### config.mk
export PLATFORM = sky130hd
export DESIGN_NAME = playback_sequencer
export DESIGN_NICKNAME = d
export VERILOG_FILES = /design/src/logic/waveform_pkg.sv /design/src/logic/playback_sequencer.sv
export SDC_FILE = /design/constraint.sdc
export NUM_CORES = 1
export LEC_CHECK = 0
export BUFFER_PORTS_ARGS = -buffer_cell sky130_fd_sc_hd__buf_2
export CORE_MARGIN = 5
export CORE_UTILIZATION = 48
export CTS_BUF_LIST = sky130_fd_sc_hd__clkbuf_8
export DETAILED_ROUTE_END_ITERATION = 12
export PLACE_DENSITY = 0.86
export SLEW_MARGIN = 10
export SYNTH_ARGS = -nofsm -noshare
export SYNTH_HDL_FRONTEND = slang
export SYNTH_SLANG_ARGS = --single-unit
### constraint.sdc
create_clock -name clock -period 1.5 [get_ports clock]
set_clock_uncertainty 0.05 [all_clocks]
set_input_delay 0.075 -clock clock [delete_from_list [all_inputs] [get_ports clock]]
set_output_delay 0.075 -clock clock [all_outputs]
set_load 0.05 [all_outputs]
### src/logic/waveform_pkg.sv
/*
 * waveform memory definitions
 * word and byte geometry of the storage and the playback loop length
 */

`default_nettype none

package waveform_pkg;

	localparam int WORD_ADDR_WIDTH = 10;
	localparam int WORD_COUNT = 2 ** WORD_ADDR_WIDTH; // 1024 words
	localparam int DATA_WIDTH = 32;
	localparam int SAMPLE_WIDTH = 8;

	// byte lanes per word, lane k is bits 8k+7:8k
	localparam int LANE_WIDTH = $clog2(DATA_WIDTH / SAMPLE_WIDTH);
	localparam int BYTE_ADDR_WIDTH = WORD_ADDR_WIDTH + LANE_WIDTH; // 12

	// playback loop
	localparam int PLAY_LENGTH = 4096;
	localparam logic [BYTE_ADDR_WIDTH-1:0] LAST_BYTE = BYTE_ADDR_WIDTH'(PLAY_LENGTH - 1);

endpackage

`default_nettype wire

### src/logic/playback_sequencer.sv
/*
 * playback sequencer
 * steps the byte address once per clock, wraps at the loop length,
 * restarts on sync_in and flags each restart on sync_out
 */

`default_nettype none

module playback_sequencer (
	input  logic clock,
	input  logic reset125,
	input  logic sync_in,
	output logic [waveform_pkg::BYTE_ADDR_WIDTH-1:0] byte_address,
	output logic sync_out
);

	logic sync_seen;
	logic restart; // high while byte_address is 0 after a restart

	always_ff @(posedge clock) begin
		if (reset125) begin
			sync_seen <= 1'b0;
			restart <= 1'b0;
			sync_out <= 1'b0;
			byte_address <= '0;
		end else begin
			sync_seen <= sync_in; // registered external sync
			restart <= 1'b0;
			if (sync_seen || byte_address == waveform_pkg::LAST_BYTE) begin
				byte_address <= '0;
				restart <= 1'b1;
			end else begin
				byte_address <= byte_address + 1'b1;
			end
			sync_out <= restart; // matches memory read latency
		end
	end

endmodule

`default_nettype wire

==> impl_metrics.ini <==
[pwr]
ir_drop_mv = 0.739
cellLeakagePower_nw = 0.374
p_total_w = 0.000792
p_per_area_nw_per_um2 = 842

[yosys]
syn_nets = 77
ys_top_cells_by_area = dfxtp_1, or4_1, a21oi_1
synth_top_area_share = 0.463
ys_ff_latch = 15
yosysTopAreaCell = dfxtp_1
netlist_instances = 73
synthDistinctLibCells = 25
synth_area_um2 = 648
synth-seq-area-share = 0.463
syn_avg_cell_area_um2 = 8.88
yosysWarnings = 0

[floorplanning]
start_util = 0.504
dieArea_um2 = 2190
num_rows = 13
die_h_um = 46.7
die_w_um = 46.7
coreArea_um2 = 1280
io_pins = 16

[setup_path]
cp.arrival_ns = 1.60
crit_path_start_kind = flip-flop
cp-end-kind = flip-flop
crit_required_ns = 1.63
crit_type = flip-flop to flip-flop
reg2reg_depth = 5
crit_fanout = 4

[run]
cap_violations = 0

[finish]
drive_gt1_frac = 0.480
syn_to_final_growth_pct = 45.2
fin_cells = 117
finalInstanceArea_um2 = 941
antenna_cells = 0
final_net_count = 107

[timing]
tightestPinTransition_ns = 0.298
max_freq_mhz = 679
setup_viol = 0
finalHoldViolations = 0
finalCritPeriodShare = 0.982
period_minus_slack_ns = 1.47
max_slew_margin = 0.801
rsz0062_at_grt = yes
setup_slack_ns = 0.0263
maxSlewViolCount = 0

[min_path]
whs_path_depth = 2
min_path_type = input pin to flip-flop

[detailed_routing]
viasPerCell = 5.85
dr.pass1.iters = 4
drcViolationCount = 0
vias = 684
dr_wl_met2_um = 912
wl_met3_um = 88
avgRoutedWirePerCell_um = 14.8
met1_length_um = 685
initialDrtViolationCount = 12
ant_nets = 0
routed.top_layer = met4
routed_wl_mm = 1.74

[cts]
cts_max_path_buffers = 2
cts_sinks = 15
cts_buffers = 3
worstSkewPairLatency_ns = 0.25
path_clk_slew_ns = 0.06
cts_root_buf = clkbuf_8
tritoncts = yes
htree_levels = 1

[grt]
grt_max_degree = 9
grt_overflow = 0
grt_antenna_before_repair = 0
grt_pass1_vias = 651
grt.total_usage = 0.182
grt_pass1_wl_mm = 2.80

[placed_design]
placed_area_um2 = 843
place_ws_ns = 0.0109
dp.cells = 109
port_buffers = 15
place_congestion = 0.774
hpwl_mm = 1.24

[status]
status = complete, no violations
-- flip-flops by register name, indices dropped and copies added (netlist names) --
| register | cells |
|---|---|
| restart | 1 |
| byte_address | 12 |
| sync_seen | 1 |
| sync_out | 1 |
-- where the power goes --
| part | internal, W | switching [W] | total, W |
|---|---|---|---|
| combinational | 0.0000267 | 0.0000456 | 0.0000722 |
| clock | 0.000181 | 0.000139 | 0.000321 |
| sequential | 0.000392 | 0.00000701 | 0.000399 |
-- cell type report --
class	instances	area, µm²
fill	102	344
clock buffer	3	41.3
tap	15	18.8
sequential	15	340
multi-input combinational	53	359
timing repair buffer	26	163
clock inverter	1	3.75
inverter	4	15.0
-- kinds of logic (layout without fill, tap and decap cells) --
group / after synthesis / count (layout) / synth area share
XOR/XNOR: 3 / 3 / 0.0405
buffers and inverters: 5 / 34 / 0.0289
flip-flops: 15 / 15 / 0.463
AND/OR/NAND/NOR: 33 / 33 / 0.297
AO/OA/AOI/OAI: 16 / 16 / 0.151
adder cells (fa/ha/maj): 1 / 1 / 0.0193
-- synthesized netlist by cell type (all sizes together) --
master,number
clkbuf,1
nand4,2
or2,1
dfxtp,15
inv,4
xnor2,1
o22ai,1
and3,1
or3,4
o31ai,2
o21ai,3
ha,1
or4,5
nor2b,2
a21oi,7
o41ai,1
nor2,7
a32o,1
nand3,5
nand2,5
o211ai,1
xor2,2
nor3,1
-- critical path: stages (launching register included) --
cell and delay [ns]:
dfxtp_4 0.36, ha_4 0.14, nand4_1 0.13, buf_4 0.18, or4_4 0.41, a21oi_2 0.13
-- worst paths after layout --
| check | from | end | slack [ns] |
|---|---|---|---|
| hold reg to reg | restart | sync_out | 0.39 |
| setup reg to reg | byte_address[1] | byte_address[10] | 0.03 |
| setup / recovery | byte_address[1] | byte_address[10] | 0.03 |
| hold / removal | sync_in | sync_seen | 0.004 |
-- per-stage QoR --
stage / TNS [ns] / hold slack [ns] / utilization
final: 0 / 0.00432 / 0.732
after global routing: -0.104 / 0.0382 / 0.732
after CTS: 0 / 0.0142 / 0.699
after detailed placement: 0 / 0.255 / 0.656
after global placement: 0 / 0.236 / 0.656
after floorplan: -0.520 / 0.0941 / -
-- metal layers --
metal | vias up | track usage
met3 | 4 | 0.0345
met2 | 21 | 0.319
met5 | - | 0
li1 | 323 | -
met1 | 336 | 0.201
met4 | 0 | 0.116
-- repair_timing --
action | 4_1_cts | 5_1_grt
endpoints found under the setup margin | 1 | 10
resized for setup | 0 | 4
pin swaps | 1 | 4
hold endpoints to repair | 2 | 0
buffers inserted | 0 | 4
hold buffers | 1 | 0
-- cells in the final DEF (no fill, tap or decap), types with 2 or more instances in the layout --
cell type	instances
a21oi_1	6
buf_2	14
buf_4	11
clkbuf_8	3
dfxtp_1	3
dfxtp_2	2
dfxtp_4	10
inv_1	5
nand2_1	4
nand3_1	5
nor2_1	7
nor2b_1	2
o21ai_0	3
o31ai_1	2
or3_1	3
or4_1	4
xor2_1	2
Power figures use the tool's default switching activity.
