## config.mk

```make
export PLATFORM = sky130hd
export DESIGN_NAME = strobe_filter
export DESIGN_NICKNAME = d
export VERILOG_FILES = /design/src/logic/host_bus_pkg.sv /design/src/logic/strobe_filter.sv
export SDC_FILE = /design/constraint.sdc
export NUM_CORES = 1
export LEC_CHECK = 0
export ABC_AREA = 1
export BUFFER_PORTS_ARGS = -buffer_cell sky130_fd_sc_hd__buf_2
export CAP_MARGIN = 20
export CORE_UTILIZATION = 50
export DETAILED_ROUTE_END_ITERATION = 8
export PLACE_DENSITY = 0.84
export SLEW_MARGIN = 20
export SYNTH_ARGS = -nofsm -noshare
export SYNTH_HDL_FRONTEND = slang
export SYNTH_SLANG_ARGS = --single-unit
```

## constraint.sdc

```tcl
create_clock -name clock -period 0.8 [get_ports clock]
set_input_delay 0.04 -clock clock [delete_from_list [all_inputs] [get_ports clock]]
set_output_delay 0.04 -clock clock [all_outputs]
set_load 0.02 [all_outputs]
```

## src/logic/host_bus_pkg.sv

```systemverilog
/*
 * host bus definitions
 * halfword width, word assembly, strobe filtering and transaction kinds
 */

`default_nettype none

package host_bus_pkg;

	// ------------------------------------------------
	// bus geometry
	localparam int BUS_WIDTH = 16;
	localparam int HALVES_PER_WORD = 2; // most significant halfword first
	localparam int HALF_INDEX_WIDTH = $clog2(HALVES_PER_WORD);
	localparam logic [HALF_INDEX_WIDTH-1:0] LAST_HALF = HALF_INDEX_WIDTH'(HALVES_PER_WORD - 1);

	// ------------------------------------------------
	// strobe conditioning
	localparam int FILTER_DEPTH = 3; // sync stages before a strobe is judged
	localparam int STROBE_COUNT = 3; // enable, read, register_select

	localparam int ERROR_COUNT_WIDTH = 16;

	typedef enum logic [1:0] {
		TXN_IDLE,
		TXN_ADDRESS, // read low, register_select low
		TXN_WRITE,   // read low, register_select high
		TXN_READ     // read high
	} transaction_kind_t;

endpackage

`default_nettype wire

```

## src/logic/strobe_filter.sv

```systemverilog
/*
 * host strobe conditioning
 * synchronizes enable, read and register_select, rejects single-sample glitches,
 * and delays the bus data so it lines up with the filtered strobes
 */

`default_nettype none

module strobe_filter (
	input  logic clock,
	input  logic reset125,
	input  logic enable,
	input  logic read,
	input  logic register_select,
	input  logic [host_bus_pkg::BUS_WIDTH-1:0] bus_in,
	output logic enable_f,
	output logic read_f,
	output logic select_f,
	output logic [host_bus_pkg::BUS_WIDTH-1:0] bus_f
);

	logic [host_bus_pkg::FILTER_DEPTH-1:0][host_bus_pkg::STROBE_COUNT-1:0] strobe_sync;
	logic [host_bus_pkg::STROBE_COUNT-1:0] strobe_agree;
	logic [host_bus_pkg::STROBE_COUNT-1:0] strobe_filtered;
	logic [host_bus_pkg::FILTER_DEPTH:0][host_bus_pkg::BUS_WIDTH-1:0] bus_delay;

	// a bit only moves when the last two stages agree
	assign strobe_agree = ~(strobe_sync[host_bus_pkg::FILTER_DEPTH-1]
		^ strobe_sync[host_bus_pkg::FILTER_DEPTH-2]);

	always_ff @(posedge clock) begin
		if (reset125) begin
			strobe_sync <= '0;
			strobe_filtered <= '0;
		end else begin
			strobe_sync <= {strobe_sync[host_bus_pkg::FILTER_DEPTH-2:0],
				{register_select, read, enable}};
			strobe_filtered <= (strobe_filtered & ~strobe_agree)
				| (strobe_sync[host_bus_pkg::FILTER_DEPTH-1] & strobe_agree);
		end
	end

	// ------------------------------------------------
	// bus data, one stage per strobe stage plus the filter
	always_ff @(posedge clock) begin
		bus_delay <= {bus_delay[host_bus_pkg::FILTER_DEPTH-1:0], bus_in};
	end

	assign {select_f, read_f, enable_f} = strobe_filtered;
	assign bus_f = bus_delay[host_bus_pkg::FILTER_DEPTH];

endmodule

`default_nettype wire

```

==> flow_metrics.env <==
export IMPL_cp_num_buf_inv=1
export IMPL_clkTransAtPathRegs_ns=0.10
export IMPL_grt_use_total_pct=14.29
export IMPL_yosysTopAreaCell="sky130_fd_sc_hd__dfxtp_1"
export IMPL_min_path_type="input port to flip-flop"
export IMPL_synth_seq_area_share_pct=85.03
export IMPL_fin_util_pct=69.92
export IMPL_ys_warnings_count=0
export IMPL_post_drt_via_cell_ratio=3.898
export IMPL_postRouteWirelength_mm=2.258
export IMPL_failed_checks="negative setup slack"
export IMPL_slowest_stage="sky130_fd_sc_hd__dfxtp_2"
export IMPL_pwr_density_cell_nw_per_um2=2583
export IMPL_final_period_utilization_pct=110.9
export IMPL_peakVddDrop_mv=1.548
export IMPL_totalNegativeSetupSlack_ns=-1.438
export IMPL_syn_nets=142
export IMPL_num_antenna_cells=0
export IMPL_nets=197
export IMPL_fin_worst_hold_slack_ns=0.2772
export IMPL_detail_route_wl_per_cell_um=10.04
export IMPL_final_critical_path_setup_slack_ns=-0.08722
export IMPL_maxCapViolations=0
export IMPL_finClkSkew_ns=0.009463
export IMPL_critPathCaptureType="output pin"
export IMPL_firstDrtPassIters=4
export IMPL_dieWidth_um=61.82
export IMPL_yosysTopAreaCellShare_pct=85.03
export IMPL_gp_routability_congestion=0.7031
export IMPL_boundary_pin_count=40
export IMPL_crit_path_start_kind="flip-flop"
export IMPL_row_count=21
export IMPL_io_buffer_count=39
export IMPL_largest_net_degree_at_the_start_of_global_routing=12
export IMPL_path_max_fanout=2
export IMPL_ys_seq_elements=76
export IMPL_synth_cell_area_um2=1789
export IMPL_critical_path_required_ns=0.76
export IMPL_setup_viol_count_final=19
export IMPL_dp_worst_setup_slack_ns=0.1147
export IMPL_grt_pass1_wl_mm=3.387
export IMPL_core_region_area_um2=3390
export IMPL_slew_headroom_pct=85.61
export IMPL_post_synth_main_area_contributors="sky130_fd_sc_hd__dfxtp_1 (85%), sky130_fd_sc_hd__buf_4 (6.7%), sky130_fd_sc_hd__inv_1 (1.9%)"
export IMPL_number_of_antenna_violations_at_the_first_check_in_global_routing=0
export IMPL_start_util_pct=52.79
export IMPL_max_freq_mhz=1127
export IMPL_path_class="flip-flop to output pin"
export IMPL_tightest_slew_ns=0.2158
export IMPL_detailedRoute_firstIterationViolations=27
export IMPL_floorplan_die_area_um2=3822
export IMPL_cts_sinks=76
export IMPL_synth_avg_cell_area_um2=14.79
export IMPL_combined_area_of_the_multi_input_logic_cells_um2=93.84
export IMPL_tritoncts_clock_tree="yes"
export IMPL_drt_drc_violations_left=0
export IMPL_final_max_slew_viol_count=0
export IMPL_grt_overflow=0
export IMPL_ctsLongestPathBuffers=2
export IMPL_share_of_post_route_cells_with_drive_strength_above_1_pct=44.13
export IMPL_cts_htree_levels=3
export IMPL_max_stage_delay_ns=0.35
export IMPL_count_of_final_hold_check_violations=0
export IMPL_power_static_leakage_nw=1.041
export IMPL_synthesis_instances=121
export IMPL_rsz0062_at_grt="true"
export IMPL_count_of_cell_types_in_the_netlist=9
export IMPL_antenna_left=0
export IMPL_vias_after_detailed_routing=877
export IMPL_chipHeight_um=61.82
export IMPL_cts_buffers=9
export IMPL_synthToLayoutAreaGrowth_pct=32.45
export IMPL_clock_latency_ns=0.38
export IMPL_sequential_area_um2=1545
export IMPL_crit_chain="buf_6"
export IMPL_cts_root_buffer="sky130_fd_sc_hd__clkbuf_4"
export IMPL_final_min_clock_period_ns=0.8872
export IMPL_first_global_vias=820
export IMPL_status="complete, but fails checks"
export IMPL_worst_ep_arrival_time_ns=0.85
export IMPL_final_layout_fill_cell_count=236
export IMPL_kind_of_cell_adding_the_most_delay_to_the_critical_path="flip-flops"
report_power, final:
group	total, mW	internal, mW	switching [mW]
registers	4.04	3.98	0.0569
clock network	1.78	0.690	1.09
logic	0.302	0.187	0.115
logic make-up (layout without fill, tap and decap cells):
logic type / Yosys count / after routing / share of synthesized area, %
flops: 76 / 76 / 85.04
compound gates: 6 / 6 / 2.308
buf+inv: 27 / 85 / 9.720
simple gates: 12 / 12 / 2.937
flip-flops by register name, summed over array words and instances, names as in the netlist, named ones only:
| name | flops |
|---|---|
| bus_delay | 48 |
| bus_f | 16 |
| strobe_sync | 9 |
metrics by stage:
stage,std cells,power (mW),cell area (µm²)
2_1_floorplan,121,4.243,1789
3_3_place_gp,189,4.269,1911
3_5_place_dp,189,4.286,1911
4_1_cts,225,6.184,2370
5_1_grt,225,6.466,2370
6_report,225,6.121,2370
final cells by class:
| cell class | instances | share of cell area (%) |
|---|---|---|
| clock buffers | 12 | 3.749 |
| clock inverters | 2 | 0.5280 |
| inverters | 10 | 1.795 |
| multi-input cells | 18 | 3.960 |
| flip-flops and latches | 76 | 65.21 |
| well taps | 46 | 2.429 |
| repair buffers | 61 | 22.33 |
layer usage:
metal,GRT usage (%),part of all wire [%]
met5,0,0
met4,14.29,3.4
met3,6.832,4.8
met2,22.27,53
met1,13.50,38
synth_stat cells, drive strengths merged:
library cell	count
buf	17
o21ai	3
dfxtp	76
nor2	12
inv	10
a21oi	3
final timing paths:
| kind | start | end | slack [ns] | cells past startpoint |
|---|---|---|---|---|
| hold / removal | bus_in[4] | bus_delay[4] | 0.28 | 2 |
| hold reg to reg | bus_delay[30] | bus_delay[46] | 0.33 | 0 |
| setup / recovery | flip-flop | read_f | -0.09 | 1 |
| setup reg to reg | flip-flop | flip-flop | 0.02 | 3 |
placed cells by master (no fill, tap or decap), drive strengths merged:
cell type	instances
nor2	12
inv	10
dlygate4sd3	20
o21ai	3
buf	41
clkbuf	12
clkinvlp	1
a21oi	3
dfxtp	76
clkinv	1
what timing repair did:
action,CTS,global route
buffers inserted,2,0
resized for setup,57,0
hold buffers,20,0
endpoints found under the setup margin,19,19
cloned,0,0
endpoints found under the hold margin,25,0
Power figures use the tool's default switching activity.
