<file path="config.mk">
export PLATFORM = sky130hd
export DESIGN_NAME = host_bus_slave
export DESIGN_NICKNAME = d
export VERILOG_FILES = /design/src/logic/host_bus_pkg.sv /design/src/logic/waveform_pkg.sv /design/src/logic/host_bus_slave.sv
export SDC_FILE = /design/constraint.sdc
export NUM_CORES = 1
export LEC_CHECK = 0
export ABC_AREA = 1
export BUFFER_PORTS_ARGS = -buffer_cell sky130_fd_sc_hd__buf_4
export CAP_MARGIN = 0
export CORE_ASPECT_RATIO = 0.6
export CORE_UTILIZATION = 30
export DETAILED_ROUTE_END_ITERATION = 6
export RECOVER_POWER = 25
export SYNTH_ARGS = -nofsm -noshare
export SYNTH_HDL_FRONTEND = slang
export SYNTH_SLANG_ARGS = --single-unit
</file>
<file path="constraint.sdc">
create_clock -name clock -period 7.2 [get_ports clock]
set_input_delay 0.72 -clock clock [delete_from_list [all_inputs] [get_ports clock]]
set_output_delay 0.72 -clock clock [all_outputs]
set_load 0.03 [all_outputs]
</file>
<file path="src/logic/host_bus_pkg.sv">
/*
 * host bus definitions
 * halfword width, word assembly, strobe filtering and transaction kinds
 */

`default_nettype none

package host_bus_pkg;

	// ------------------------------------------------
	// bus geometry
	localparam int BUS_WIDTH = 16;
	localparam int HALVES_PER_WORD = 2; // most significant halfword first
	localparam int HALF_INDEX_WIDTH = $clog2(HALVES_PER_WORD);
	localparam logic [HALF_INDEX_WIDTH-1:0] LAST_HALF = HALF_INDEX_WIDTH'(HALVES_PER_WORD - 1);

	// ------------------------------------------------
	// strobe conditioning
	localparam int FILTER_DEPTH = 3; // sync stages before a strobe is judged
	localparam int STROBE_COUNT = 3; // enable, read, register_select

	localparam int ERROR_COUNT_WIDTH = 16;

	typedef enum logic [1:0] {
		TXN_IDLE,
		TXN_ADDRESS, // read low, register_select low
		TXN_WRITE,   // read low, register_select high
		TXN_READ     // read high
	} transaction_kind_t;

endpackage

`default_nettype wire

</file>
<file path="src/logic/waveform_pkg.sv">
/*
 * waveform memory definitions
 * word and byte geometry of the storage and the playback loop length
 */

`default_nettype none

package waveform_pkg;

	localparam int WORD_ADDR_WIDTH = 10;
	localparam int WORD_COUNT = 2 ** WORD_ADDR_WIDTH; // 1024 words
	localparam int DATA_WIDTH = 32;
	localparam int SAMPLE_WIDTH = 8;

	// byte lanes per word, lane k is bits 8k+7:8k
	localparam int LANE_WIDTH = $clog2(DATA_WIDTH / SAMPLE_WIDTH);
	localparam int BYTE_ADDR_WIDTH = WORD_ADDR_WIDTH + LANE_WIDTH; // 12

	// playback loop
	localparam int PLAY_LENGTH = 4096;
	localparam logic [BYTE_ADDR_WIDTH-1:0] LAST_BYTE = BYTE_ADDR_WIDTH'(PLAY_LENGTH - 1);

endpackage

`default_nettype wire

</file>
<file path="src/logic/host_bus_slave.sv">
/*
 * host bus slave
 * decodes address, write and read transactions, assembles 32-bit words from
 * halfwords, autoincrements the word address and counts interrupted transactions
 */

`default_nettype none

module host_bus_slave (
	input  logic clock,
	input  logic reset125,
	input  logic enable_f,
	input  logic read_f,
	input  logic select_f,
	input  logic [host_bus_pkg::BUS_WIDTH-1:0] bus_f,
	input  logic [waveform_pkg::DATA_WIDTH-1:0] read_word,
	output logic ack_valid,
	output logic [host_bus_pkg::BUS_WIDTH-1:0] bus_out,
	output logic bus_out_enable,
	output logic [waveform_pkg::WORD_ADDR_WIDTH-1:0] word_address,
	output logic write_strobe,
	output logic [waveform_pkg::DATA_WIDTH-1:0] write_data,
	output logic [host_bus_pkg::ERROR_COUNT_WIDTH-1:0] read_errors,
	output logic [host_bus_pkg::ERROR_COUNT_WIDTH-1:0] write_errors,
	output logic [host_bus_pkg::ERROR_COUNT_WIDTH-1:0] address_errors
);

	host_bus_pkg::transaction_kind_t kind;        // latched on rising enable
	host_bus_pkg::transaction_kind_t strobe_kind; // what the strobes say now
	logic [host_bus_pkg::HALF_INDEX_WIDTH-1:0] write_index;
	logic [host_bus_pkg::HALF_INDEX_WIDTH-1:0] read_index;
	logic enable_d;
	logic enable_rise;
	logic enable_fall;
	logic increment_pending;

	assign enable_rise = enable_f & ~enable_d;
	assign enable_fall = ~enable_f & enable_d;

	always_comb begin
		if (read_f) begin
			strobe_kind = host_bus_pkg::TXN_READ;
		end else if (select_f) begin
			strobe_kind = host_bus_pkg::TXN_WRITE;
		end else begin
			strobe_kind = host_bus_pkg::TXN_ADDRESS;
		end
	end

	// ------------------------------------------------
	// transaction control
	always_ff @(posedge clock) begin
		if (reset125) begin
			kind <= host_bus_pkg::TXN_IDLE;
			write_index <= '0;
			read_index <= '0;
			enable_d <= 1'b0;
			ack_valid <= 1'b0;
			bus_out_enable <= 1'b0;
			write_strobe <= 1'b0;
			increment_pending <= 1'b0;
			word_address <= '0;
			read_errors <= '0;
			write_errors <= '0;
			address_errors <= '0;
		end else begin
			enable_d <= enable_f;
			ack_valid <= enable_f; // one cycle behind the filtered enable
			bus_out_enable <= read_f;
			write_strobe <= 1'b0;
			increment_pending <= 1'b0;
			if (increment_pending) begin
				word_address <= word_address + 1'b1;
			end
			if (enable_rise) begin
				kind <= strobe_kind;
				// another kind arriving drops a half-built word
				if (write_index != '0 && strobe_kind != host_bus_pkg::TXN_WRITE) begin
					write_errors <= write_errors + 1'b1;
					write_index <= '0;
				end
				if (read_index != '0 && strobe_kind != host_bus_pkg::TXN_READ) begin
					read_errors <= read_errors + 1'b1;
					read_index <= '0;
				end
			end
			if (enable_fall) begin
				kind <= host_bus_pkg::TXN_IDLE;
				if (strobe_kind != kind) begin
					// strobes changed under a held enable, abandon it
					case (kind)
						host_bus_pkg::TXN_ADDRESS: begin
							address_errors <= address_errors + 1'b1;
						end
						host_bus_pkg::TXN_WRITE: begin
							write_errors <= write_errors + 1'b1;
							write_index <= '0;
						end
						host_bus_pkg::TXN_READ: begin
							read_errors <= read_errors + 1'b1;
							read_index <= '0;
						end
						default: begin
						end
					endcase
				end else begin
					case (kind)
						host_bus_pkg::TXN_ADDRESS: begin
							word_address <= bus_f[waveform_pkg::WORD_ADDR_WIDTH-1:0];
						end
						host_bus_pkg::TXN_WRITE: begin
							if (write_index == host_bus_pkg::LAST_HALF) begin
								write_index <= '0;
								write_strobe <= 1'b1;
								increment_pending <= 1'b1;
							end else begin
								write_index <= write_index + 1'b1;
							end
						end
						host_bus_pkg::TXN_READ: begin
							if (read_index == host_bus_pkg::LAST_HALF) begin
								read_index <= '0;
								increment_pending <= 1'b1;
							end else begin
								read_index <= read_index + 1'b1;
							end
						end
						default: begin
						end
					endcase
				end
			end
		end
	end

	// ------------------------------------------------
	// data path, halves shift in msb first
	always_ff @(posedge clock) begin
		if (enable_rise && strobe_kind == host_bus_pkg::TXN_READ) begin
			bus_out <= read_word[waveform_pkg::DATA_WIDTH - 1
				- int'(read_index) * host_bus_pkg::BUS_WIDTH -: host_bus_pkg::BUS_WIDTH];
		end
		if (enable_rise && strobe_kind == host_bus_pkg::TXN_WRITE) begin
			write_data <= {write_data[waveform_pkg::DATA_WIDTH-host_bus_pkg::BUS_WIDTH-1:0],
				bus_f};
		end
	end

endmodule

`default_nettype wire

</file>
==> run_results.csv, run 1 <==
group,metric,value,unit
run_status,status,"finished clean",
synthesis,syn-cell-area,5220,sq um
sta,rsz0062_at_grt,"false",
sta,tightest_slew,1.39,ns
floorplanning,die_h,104,um
setup_path,critPathRequiredTime,7.49,ns
synthesis,synth-edff-count,48,
power_and_ir_drop,finalPower,1.69,mW
sta,maxClockFrequency,0.348,GHz
clocking,cts_buffers,17,
detailed_routing,wl,13.8,mm
finish,stdcell_count,1046,
sta,setup_violations,0,
place,placed_cells,1014,
detailed_routing,drtIter0Drc,289,
floorplanning,core_area,16600,sq um
sta,fin_skew,0.00991,ns
min_path,hold_depth,0,
detailed_routing,drt.antenna.violating_nets,0,
global_route,antenna_found_initial,0,
clocking,cts_htree_levels,4,
finish,area_growth,39.1,%
synthesis,synth.distinct_cells,39,
place,port_buffers,161,
synthesis,synth.net_count,693,
place,place_congestion,0.827,
min_path,hold_class,"reg2reg",
global_route,grt_pass1_vias,4275,
setup_path,r2r_cells,8,
min_path,holdCritStartpoint,"write_data[12]",
setup_path,crit_type,"in2reg",
setup_path,critPathArrivalTime,3.16,ns
floorplanning,die_w,172,um
detailed_routing,vias,4652,
setup_path,rrSetupSlack,5.27,ns
place,hpwl,10.3,mm
global_route,grt_overflow,0,
floorplanning,pin_count,162,
setup_path,timing.critical_path.mode_cell,"o21ai_0",
clocking,holdBufCountCts,0,
synthesis,synth_cells,636,
clocking,ctsResizeCount,0,
setup_path,reg2reg_to,"write_errors[14]",
synthesis,async_flop_share,0,%
detailed_routing,detail_route.wl_per_cell,13.2,um
finish,n_fill_cell,1670,
global_route,grt_max_degree,34,
finish,diodes,0,
synthesis,synth_ff_type,"dfxtp_1",
finish,finalNetCount,862,
sta,finalSetupTns,0,ns
min_path,holdPathEnd,"write_data[28]",
clocking,clkSinkCount,114,
power_and_ir_drop,ir_drop,0.127,mV
power_and_ir_drop,p_leak,3.03,nW
synthesis,ys_ff_latch,114,
detailed_routing,drt-pass1-iter-count,5,
synthesis,synth_area_leader_cell,"edfxtp_1",
sta,finalHoldViolCount,0,
synthesis,synth_warnings,0,
sta,slew_viol_final,0,
setup_path,endpoint_kind,"flip-flop",
run,drv_cap,0,
floorplanning,initial_core_util,31.4,%
power_and_ir_drop,power_density,232,nW/um^2
floorplanning,dieArea,18000,sq um
setup_path,slowest_delay,0.99,ns
finish,drive_above_1_share,24.0,%
setup_path,path_delay_family,"buffers and inverters",
synthesis,yosysTopAreaCellShare,27.6,%
setup_path,critPathSlowestCell,"clkbuf_1",
sta,fin_crit_sh,39.9,%
setup_path,critical_path.cell_chain,"clkbuf_1, inv_1, nand2_1, a21oi_1, o21ai_0, o21ai_0",
clocking,tritoncts,"built",
synthesis,ys_seq_area_share,52.9,%
floorplanning,num_rows,36,
setup_path,critical_path.max_fanout,31,
finish,multi_input_area,2150,sq um
sta,slew_headroom,7.19,%
detailed_routing,route.detailed.drc,0,
synthesis,ys_top_cells_by_area,"edfxtp_1, dfxtp_1, nand2_1",
setup_path,worst-path-buf-inv,2,
global_route,track_usage,15.8,%
finish,finish.utilization,43.7,%
clocking,cts_root_buffer,"clkbuf_16",
detailed_routing,vias_per_cell,4.45,
setup_path,crit_path_start_kind,"input pin",
clocking,clock_tree.buffer_depth,2,
sta,period_needed,2.88,ns
synthesis,avgSynthCellArea,8.21,sq um
clocking,postCtsSetupRepairBufs,0,
setup_path,worstReg2RegStart,"write_errors[0]",
clocking,clock_latency,0.41,ns
global_route,grt_pass1_wl,21.9,mm
sta,whs,0.447,ns
finish,ff_latch_area,2760,sq um
clocking,clk_pin_slew_worst_paths,0.06,ns
[state kept, by name, summed over array words and instances (netlist names)]
name / count
address_errors: 16
read_errors: 16
write_data: 32
bus_out: 16
write_index: 1
write_errors: 16
increment_pending: 1
kind: 2
read_index: 1
word_address: 10
enable_d: 1
bus_out_enable: 1
write_strobe: 1
[layout by cell type, fill, tap and decap left out, types with 2 or more instances in the layout]
| cell type | count |
|---|---|
| bufinv_16 | 4 |
| inv_6 | 4 |
| nand2_1 | 191 |
| nor2_1 | 59 |
| nand4_1 | 8 |
| inv_1 | 64 |
| nor3_1 | 12 |
| clkbuf_4 | 6 |
| o21ai_0 | 29 |
| a21oi_1 | 40 |
| dfxtp_1 | 66 |
| o21bai_1 | 2 |
| xor2_1 | 26 |
| xnor2_1 | 6 |
| clkinv_4 | 3 |
| clkinvlp_4 | 3 |
| nand2_2 | 3 |
| and3_1 | 2 |
| clkbuf_1 | 13 |
| inv_4 | 2 |
| o211ai_1 | 2 |
| nand3_2 | 2 |
| ha_1 | 4 |
| clkbuf_16 | 17 |
| a211oi_1 | 2 |
| edfxtp_1 | 48 |
| buf_4 | 145 |
| nand3_1 | 40 |
[synthesized netlist by cell type (2+ instances only)]
| master | number |
|---|---|
| edfxtp_1 | 48 |
| a211oi_1 | 2 |
| nand4_1 | 8 |
| xor2_1 | 26 |
| nor3_1 | 12 |
| inv_2 | 2 |
| o211ai_1 | 2 |
| ha_1 | 4 |
| dfxtp_1 | 66 |
| a21oi_1 | 40 |
| nand2_1 | 191 |
| inv_4 | 2 |
| nand2_2 | 3 |
| inv_1 | 63 |
| xnor2_1 | 6 |
| nand3_1 | 40 |
| nand3_2 | 2 |
| clkbuf_1 | 7 |
| buf_2 | 2 |
| o21bai_1 | 2 |
| o21ai_0 | 29 |
| buf_1 | 2 |
| and3_1 | 2 |
| nor2_1 | 60 |
[per-stage QoR]
stage	worst slack [ns]	cell area, sq um
floorplan	4.49	5220
global placement	4.88	6680
detailed placement	4.86	6680
CTS	5.29	7310
global route	4.04	7260
finish	4.32	7260
[worst register-to-register path: cells and delay by family (launching register included)]
| kind | cells | cell delay (ns) |
|---|---|---|
| simple gates | 6 | 1.05 |
| flops | 1 | 0.43 |
| fa+ha+maj | 1 | 0.22 |
| buf+inv | 1 | 0.08 |
[layout make-up]
class | count | share of cell area (%)
Tap cell | 228 | 3.93
Inverter | 67 | 3.53
Clock buffer | 18 | 5.91
Sequential cell | 114 | 38.0
Clock inverter | 14 | 2.81
Multi-Input combinational cell | 442 | 29.6
Timing Repair Buffer | 163 | 16.2
[power breakdown]
part | internal, mW | switching, mW | leakage, nW | total (mW)
Sequential | 0.686 | 0.00704 | 0.974 | 0.693
Combinational | 0.0373 | 0.0606 | 1.76 | 0.0980
Clock | 0.585 | 0.312 | 0.298 | 0.897
Total | 1.31 | 0.380 | 3.03 | 1.69
[worst max path at each step]
stage                         from              end  slack [ns]  cells after the start
after global placement    reset125  word_address[5]        4.88                      6
final                     reset125  word_address[5]        4.32                      6
after detailed placement  reset125  word_address[5]        4.86                      6
after floorplan             read_f    write_data[0]        4.49                      3
after global routing      reset125  word_address[5]        4.04                      6
after CTS                 reset125  word_address[5]        5.29                      6
[cells by family after synthesis]
logic type      Yosys count  share of synthesized area, %
simple gates            325                          26.3
flops                   114                          52.9
compound gates           81                          8.36
buf+inv                  80                          6.11
xor+xnor                 32                          5.37
fa+ha+maj                 4                         0.959
[layer usage]
metal | up-vias | wire length (um) | global-route usage, %
li1 | 2426 | - | -
met1 | 2072 | 7200 | 23.3
met2 | 145 | 5370 | 21.2
met3 | 9 | 1110 | 5.25
met4 | 0 | 112 | 4.74
met5 | - | 0 | 0
(Power assumes the default switching activity.)
==> inputs of run 2 (changes only) <==
clock period = 3 ns   (was 7.2 ns; I/O delays follow)
==> run 2 against run 1 <==
Compared with the run above:
- sequential share of layout area increased by 0.16 points
- global-route usage shrank 0.20 points
- non-clock buffer count did not move
- critical path depth rose by 2
- design area is 0.43% lower
- routed wire length is 0.38% higher
- combinational power up 140%
- cell count stayed put
- sequential power increased by 140%
- highest routed layer unchanged
==> run_results.csv, run 2 (synthesized netlist as in run 1, its figures left out) <==
group,metric,value,unit
run_status,status,"finished clean",
finish,layout_common_cells,"nand2_1, buf_4, dfxtp_1",
global_route,grt_use_met3,5.40,%
clocking,clock_tree.buffer_depth,2,
clocking,clk_pin_slew_worst_paths,0.06,ns
place,dp_slack,1.11,ns
global_route,grt_max_degree,34,
sta,finalSetupTns,0,ns
power_and_ir_drop,intPower,3.22,mW
setup_path,crit_path_start_kind,"flip-flop",
sta,period_needed,1.99,ns
setup_path,critPathArrivalTime,2.34,ns
power_and_ir_drop,ir_drop,0.286,mV
sta,rsz0062_at_grt,"false",
power_and_ir_drop,power_density,572,nW/um^2
power_and_ir_drop,p_sw,919,uW
setup_path,crit_type,"reg2reg",
floorplanning,num_rows,36,
sta,fin_crit_sh,66.4,%
sta,setup_slack,1.01,ns
global_route,use_met2,20.3,%
detailed_routing,drt.antenna.violating_nets,0,
global_route,grt_pass1_wl,21.6,mm
power_and_ir_drop,finalPower,4.14,mW
sta,maxClockFrequency,0.502,GHz
clocking,clock_latency,0.40,ns
clocking,cts_buffers,17,
floorplanning,die_h,104,um
sta,finalHoldViolCount,0,
min_path,hold_class,"in2reg",
sta,fin_skew,0.00705,ns
sta,setup_violations,0,
setup_path,critical_path.max_fanout,10,
finish,finalNetCount,862,
setup_path,endpoint,"read_errors[13]",
setup_path,r2r_cells,8,
detailed_routing,vias,4694,
global_route,antenna_found_initial,0,
finish,area_growth,38.5,%
clocking,clkSinkCount,114,
floorplanning,pin_count,162,
clocking,cts_root_buffer,"clkbuf_16",
global_route,grt_overflow,0,
finish,drive_above_1_share,22.1,%
detailed_routing,drt-pass1-iter-count,5,
clocking,holdBufCountCts,0,
finish,mostFrequentLayoutCell,"nand2_1",
place,port_buffers,161,
global_route,use_met1,23.7,%
global_route,grt-busiest-layer,"met1",
sta,slew_headroom,39.0,%
finish,ff_latch_area,2760,sq um
clocking,ctsResizeCount,0,
clocking,cts_htree_levels,4,
global_route,track_usage,15.6,%
finish,regMostFlops,"write_data",
sta,slew_viol_final,0,
detailed_routing,drtIter0Drc,275,
setup_path,reg2reg_to,"read_errors[13]",
finish,diodes,0,
floorplanning,core_area,16600,sq um
finish,largest_reg_flops,32,
global_route,grt_pass1_vias,4199,
finish,finish.utilization,43.5,%
setup_path,crit_path_start,"enable_d",
setup_path,rrSetupSlack,1.01,ns
detailed_routing,detail_route.wl_per_cell,13.2,um
power_and_ir_drop,p_clk_share,54.2,%
floorplanning,initial_core_util,31.4,%
place,place_congestion,0.821,
detailed_routing,wl,13.8,mm
clocking,tritoncts,"built",
finish,multi_input_area,2140,sq um
setup_path,endpoint_kind,"flip-flop",
power_and_ir_drop,p_sw_share,22.2,%
place,hpwl,10.4,mm
floorplanning,die_w,172,um
clocking,postCtsSetupRepairBufs,0,
finish,n_fill_cell,1676,
setup_path,worstReg2RegStart,"enable_d",
detailed_routing,vias_per_cell,4.49,
power_and_ir_drop,power_frac_seq,40.2,%
power_and_ir_drop,p_leak,3.00,nW
detailed_routing,route.detailed.drc,0,
setup_path,critPathRequiredTime,3.35,ns
floorplanning,dieArea,18000,sq um
sta,tightest_slew,0.913,ns
run,drv_cap,0,
power_and_ir_drop,pwr-share-comb,5.6,%
## run 2: cell count changes in the layout (fill, tap and decap cells not counted), sizes merged
cell      before  now
clkbuf        36   50
buf          145  131
clkinvlp       3    1
bufinv         4    5
inv           71   70
clkinv         3    5
## run 2: final cells by class
| class | count | area share [%] |
|---|---|---|
| well taps | 228 | 3.94 |
| clock inverters | 14 | 3.15 |
| flip-flops and latches | 114 | 38.2 |
| inverters | 67 | 3.55 |
| multi-input cells | 442 | 29.7 |
| clock buffers | 18 | 5.93 |
| repair buffers | 163 | 15.6 |
## run 2: per-layer routing
metal,up-vias,routed length (um)
met1,2110,7410
met4,0,87
met5,-,0
li1,2423,-
met3,8,1070
met2,153,5260
## run 2: worst max-delay path, stage by stage, from the launching register on
cell and delay [ns]:
dfxtp_1 0.35, inv_1 0.06, nor2_1 0.33, inv_1 0.23, o21ai_2 0.43, nand4_1 0.17, o21ai_0 0.19, nand3_1 0.08
inv_1 0.09
## run 2: per-stage QoR
stage | hold WS [ns] | cell area (sq um) | instances
finish | 0.0940 | 7230 | 1046
global route | 0.0694 | 7230 | 1046
CTS | 0.0510 | 7330 | 1046
detailed placement | 0.438 | 6680 | 1014
global placement | 0.434 | 6680 | 1014
floorplan | 0.399 | 5220 | 636
## run 2: worst min path at each step
stage                         startpoint             end  slack (ns)  cells past startpoint
after floorplan                 bus_f[0]   write_data[0]        0.40                      0
after global placement    write_data[12]  write_data[28]        0.43                      0
after detailed placement   write_data[9]  write_data[25]        0.44                      0
after CTS                      bus_f[11]  write_data[11]        0.05                      1
after global routing           bus_f[11]  write_data[11]        0.07                      1
final                          bus_f[11]  write_data[11]        0.09                      1
## run 2: power groups by stage
stage	clock network (mW)	registers [mW]	logic, mW
floorplan	0	1.74	0.0781
global route	2.36	1.67	0.254
CTS	2.29	1.66	0.246
global placement	0	1.69	0.244
detailed placement	0	1.70	0.245
finish	2.24	1.66	0.232
==> inputs of run 3 (changes only) <==
clock period = 1.85 ns   (was 3 ns; I/O delays follow)
==> run 3 against run 2 <==
Compared with the run above:
- largest cell class unchanged
- register-to-register slack worse by 0.83 ns
- critical path depth is 1 higher
- worst hold slack worse by 0.062 ns
- largest power group unchanged
==> run_results.csv, run 3 (synthesized netlist as in run 1, its figures left out) <==
group,metric,value,unit
setup_path,crit_type,"reg2reg",
detailed_routing,wl_met1,7.48,mm
detailed_routing,wl,14.4,mm
global_route,antenna_found_initial,0,
detailed_routing,wl_met3,1.11,mm
clocking,cts_root_buffer,"clkbuf_16",
floorplanning,pin_count,162,
clocking,cts_buffers,17,
floorplanning,dieArea,18000,sq um
setup_path,worstReg2RegStart,"enable_d",
sta,finalSetupTns,0,ns
clocking,clkSinkCount,114,
place,place_congestion,0.851,
detailed_routing,route.detailed.drc,0,
global_route,grt_max_degree,34,
setup_path,cp.depth,9,
floorplanning,die_w,172,um
finish,regMostFlops,"write_data",
sta,fin_skew,0.0105,ns
global_route,grt_overflow,0,
clocking,clk_pin_slew_worst_paths,0.06,ns
finish,drive_above_1_share,24.4,%
clocking,cts_htree_levels,4,
clocking,tritoncts,"built",
setup_path,critPathArrivalTime,1.98,ns
run,drv_cap,0,
sta,tightest_slew,0.586,ns
detailed_routing,drt-pass1-iter-count,4,
place,hpwl,10.8,mm
clocking,clock_tree.buffer_depth,2,
sta,setup_violations,0,
setup_path,critical_path.max_fanout,10,
clocking,clock_latency,0.41,ns
setup_path,crit_path_start_kind,"flip-flop",
finish,mostFrequentLayoutCell,"nand2_1",
floorplanning,initial_core_util,31.4,%
sta,period_needed,1.68,ns
clocking,postCtsSetupRepairBufs,0,
power_and_ir_drop,power_density,837,nW/um^2
finish,finalInstanceArea,7500,sq um
floorplanning,die_h,104,um
global_route,track_usage,16.2,%
setup_path,worst-path-buf-inv,1,
setup_path,critical_path.cell_chain,"inv_1, nor2_2, nand3_1, nand2_2, nand4_1, nor2_1, nand3_1, nand2_1, nor2_1",
run_status,status,"finished clean",
detailed_routing,dr_wl_met2,5.65,mm
sta,fin_crit_sh,90.6,%
place,port_buffers,161,
global_route,grt_pass1_vias,4471,
global_route,grt_pass1_wl,22.7,mm
sta,finalHoldViolCount,0,
setup_path,r2r_cells,9,
setup_path,critPathSlowestCell,"dfxtp_1",
power_and_ir_drop,p_leak,3.14,nW
sta,slew_headroom,60.9,%
min_path,hold_class,"in2reg",
floorplanning,core_area,16600,sq um
setup_path,crit_path_start,"enable_d",
setup_path,rrSetupSlack,0.17,ns
setup_path,endpoint_kind,"flip-flop",
setup_path,slowest_delay,0.35,ns
detailed_routing,vias,4787,
power_and_ir_drop,ir_drop,0.457,mV
finish,diodes,0,
detailed_routing,drtIter0Drc,257,
sta,rsz0062_at_grt,"true",
finish,area_growth,43.7,%
sta,maxClockFrequency,0.596,GHz
setup_path,endpoint,"write_errors[13]",
finish,layout_common_cells,"nand2_1, buf_4, dfxtp_1",
setup_path,reg2reg_to,"write_errors[13]",
finish,largest_reg_flops,32,
floorplanning,num_rows,36,
setup_path,critPathRequiredTime,2.15,ns
detailed_routing,detail_route.wl_per_cell,13.3,um
finish,finish.utilization,45.2,%
finish,finalNetCount,896,
place,place_area,6840,sq um
detailed_routing,vias_per_cell,4.43,
sta,slew_viol_final,0,
setup_path,path_delay_family,"simple AND/OR/NAND/NOR gates",
detailed_routing,top_layer_used,"met4",
detailed_routing,drt.antenna.violating_nets,0,
-- run 3: cell count changes in the layout (fill, tap and decap cells not counted), moves of 2 or more --
cell | previous run | this run
nor2_1 | 60 | 58
dlygate4sd3_1 | 0 | 16
inv_6 | 3 | 6
clkinvlp_4 | 1 | 3
bufinv_16 | 5 | 1
clkbuf_1 | 27 | 21
clkinv_4 | 5 | 3
buf_4 | 131 | 147
nor2_2 | 0 | 2
clkbuf_4 | 6 | 11
buf_12 | 0 | 2
-- run 3: timing repair --
item,in CTS,in global routing
hold buffers,16,0
gates resized for setup,0,3
endpoints found under the setup margin,0,6
endpoints found under the hold margin,16,0
-- run 3: worst min-delay path by stage --
| stage | start | slack [ns] | depth (start not counted) | endpoint |
|---|---|---|---|---|
| 3_5_place_dp | bus_f[11] | 0.36 | 1 | write_data[11] |
| 3_3_place_gp | bus_f[12] | 0.36 | 1 | write_data[12] |
| 6_report | enable_f | 0.03 | 3 | enable_d |
| 5_1_grt | read_word[29] | 0.03 | 3 | bus_out[13] |
| 2_1_floorplan | bus_f[0] | 0.28 | 0 | write_data[0] |
| 4_1_cts | enable_f | 0.02 | 3 | enable_d |
-- run 3: per-stage QoR --
step           setup WS (ns)  power (mW)  hold slack (ns)  std cells
2_1_floorplan         0.0644        2.95            0.284        636
3_3_place_gp          0.0974        3.17            0.363       1032
3_5_place_dp           0.112        3.17            0.364       1032
4_1_cts               0.0983        6.40           0.0153       1080
5_1_grt             -0.00400        6.55           0.0283       1080
6_report               0.174        6.28           0.0322       1080
-- run 3: tightest hold or removal path, cell delays in order --
cell and delay [ns]:
buf_4 0.10, inv_1 0.04, nor2_1 0.07
-- run 3: routing by layer --
layer / GRT usage, % / vias to the layer above
li1: - / 2492
met3: 5.18 / 13
met4: 4.17 / 0
met1: 24.0 / 2141
met5: 0 / -
met2: 22.4 / 141
-- run 3: final cells by class --
cell class                 count  area (sq um)
sequential                   114          2760
clock inverter                15           148
fill                        1679          9120
inverter                      67           256
timing repair buffer         197          1470
tap                          228           285
clock buffer                  17           425
multi-input combinational    442          2160
-- run 3: power breakdown --
group	internal (mW)	switching [mW]
logic	0.184	0.253
clock network	1.88	1.27
registers	2.67	0.0268
total	4.73	1.55
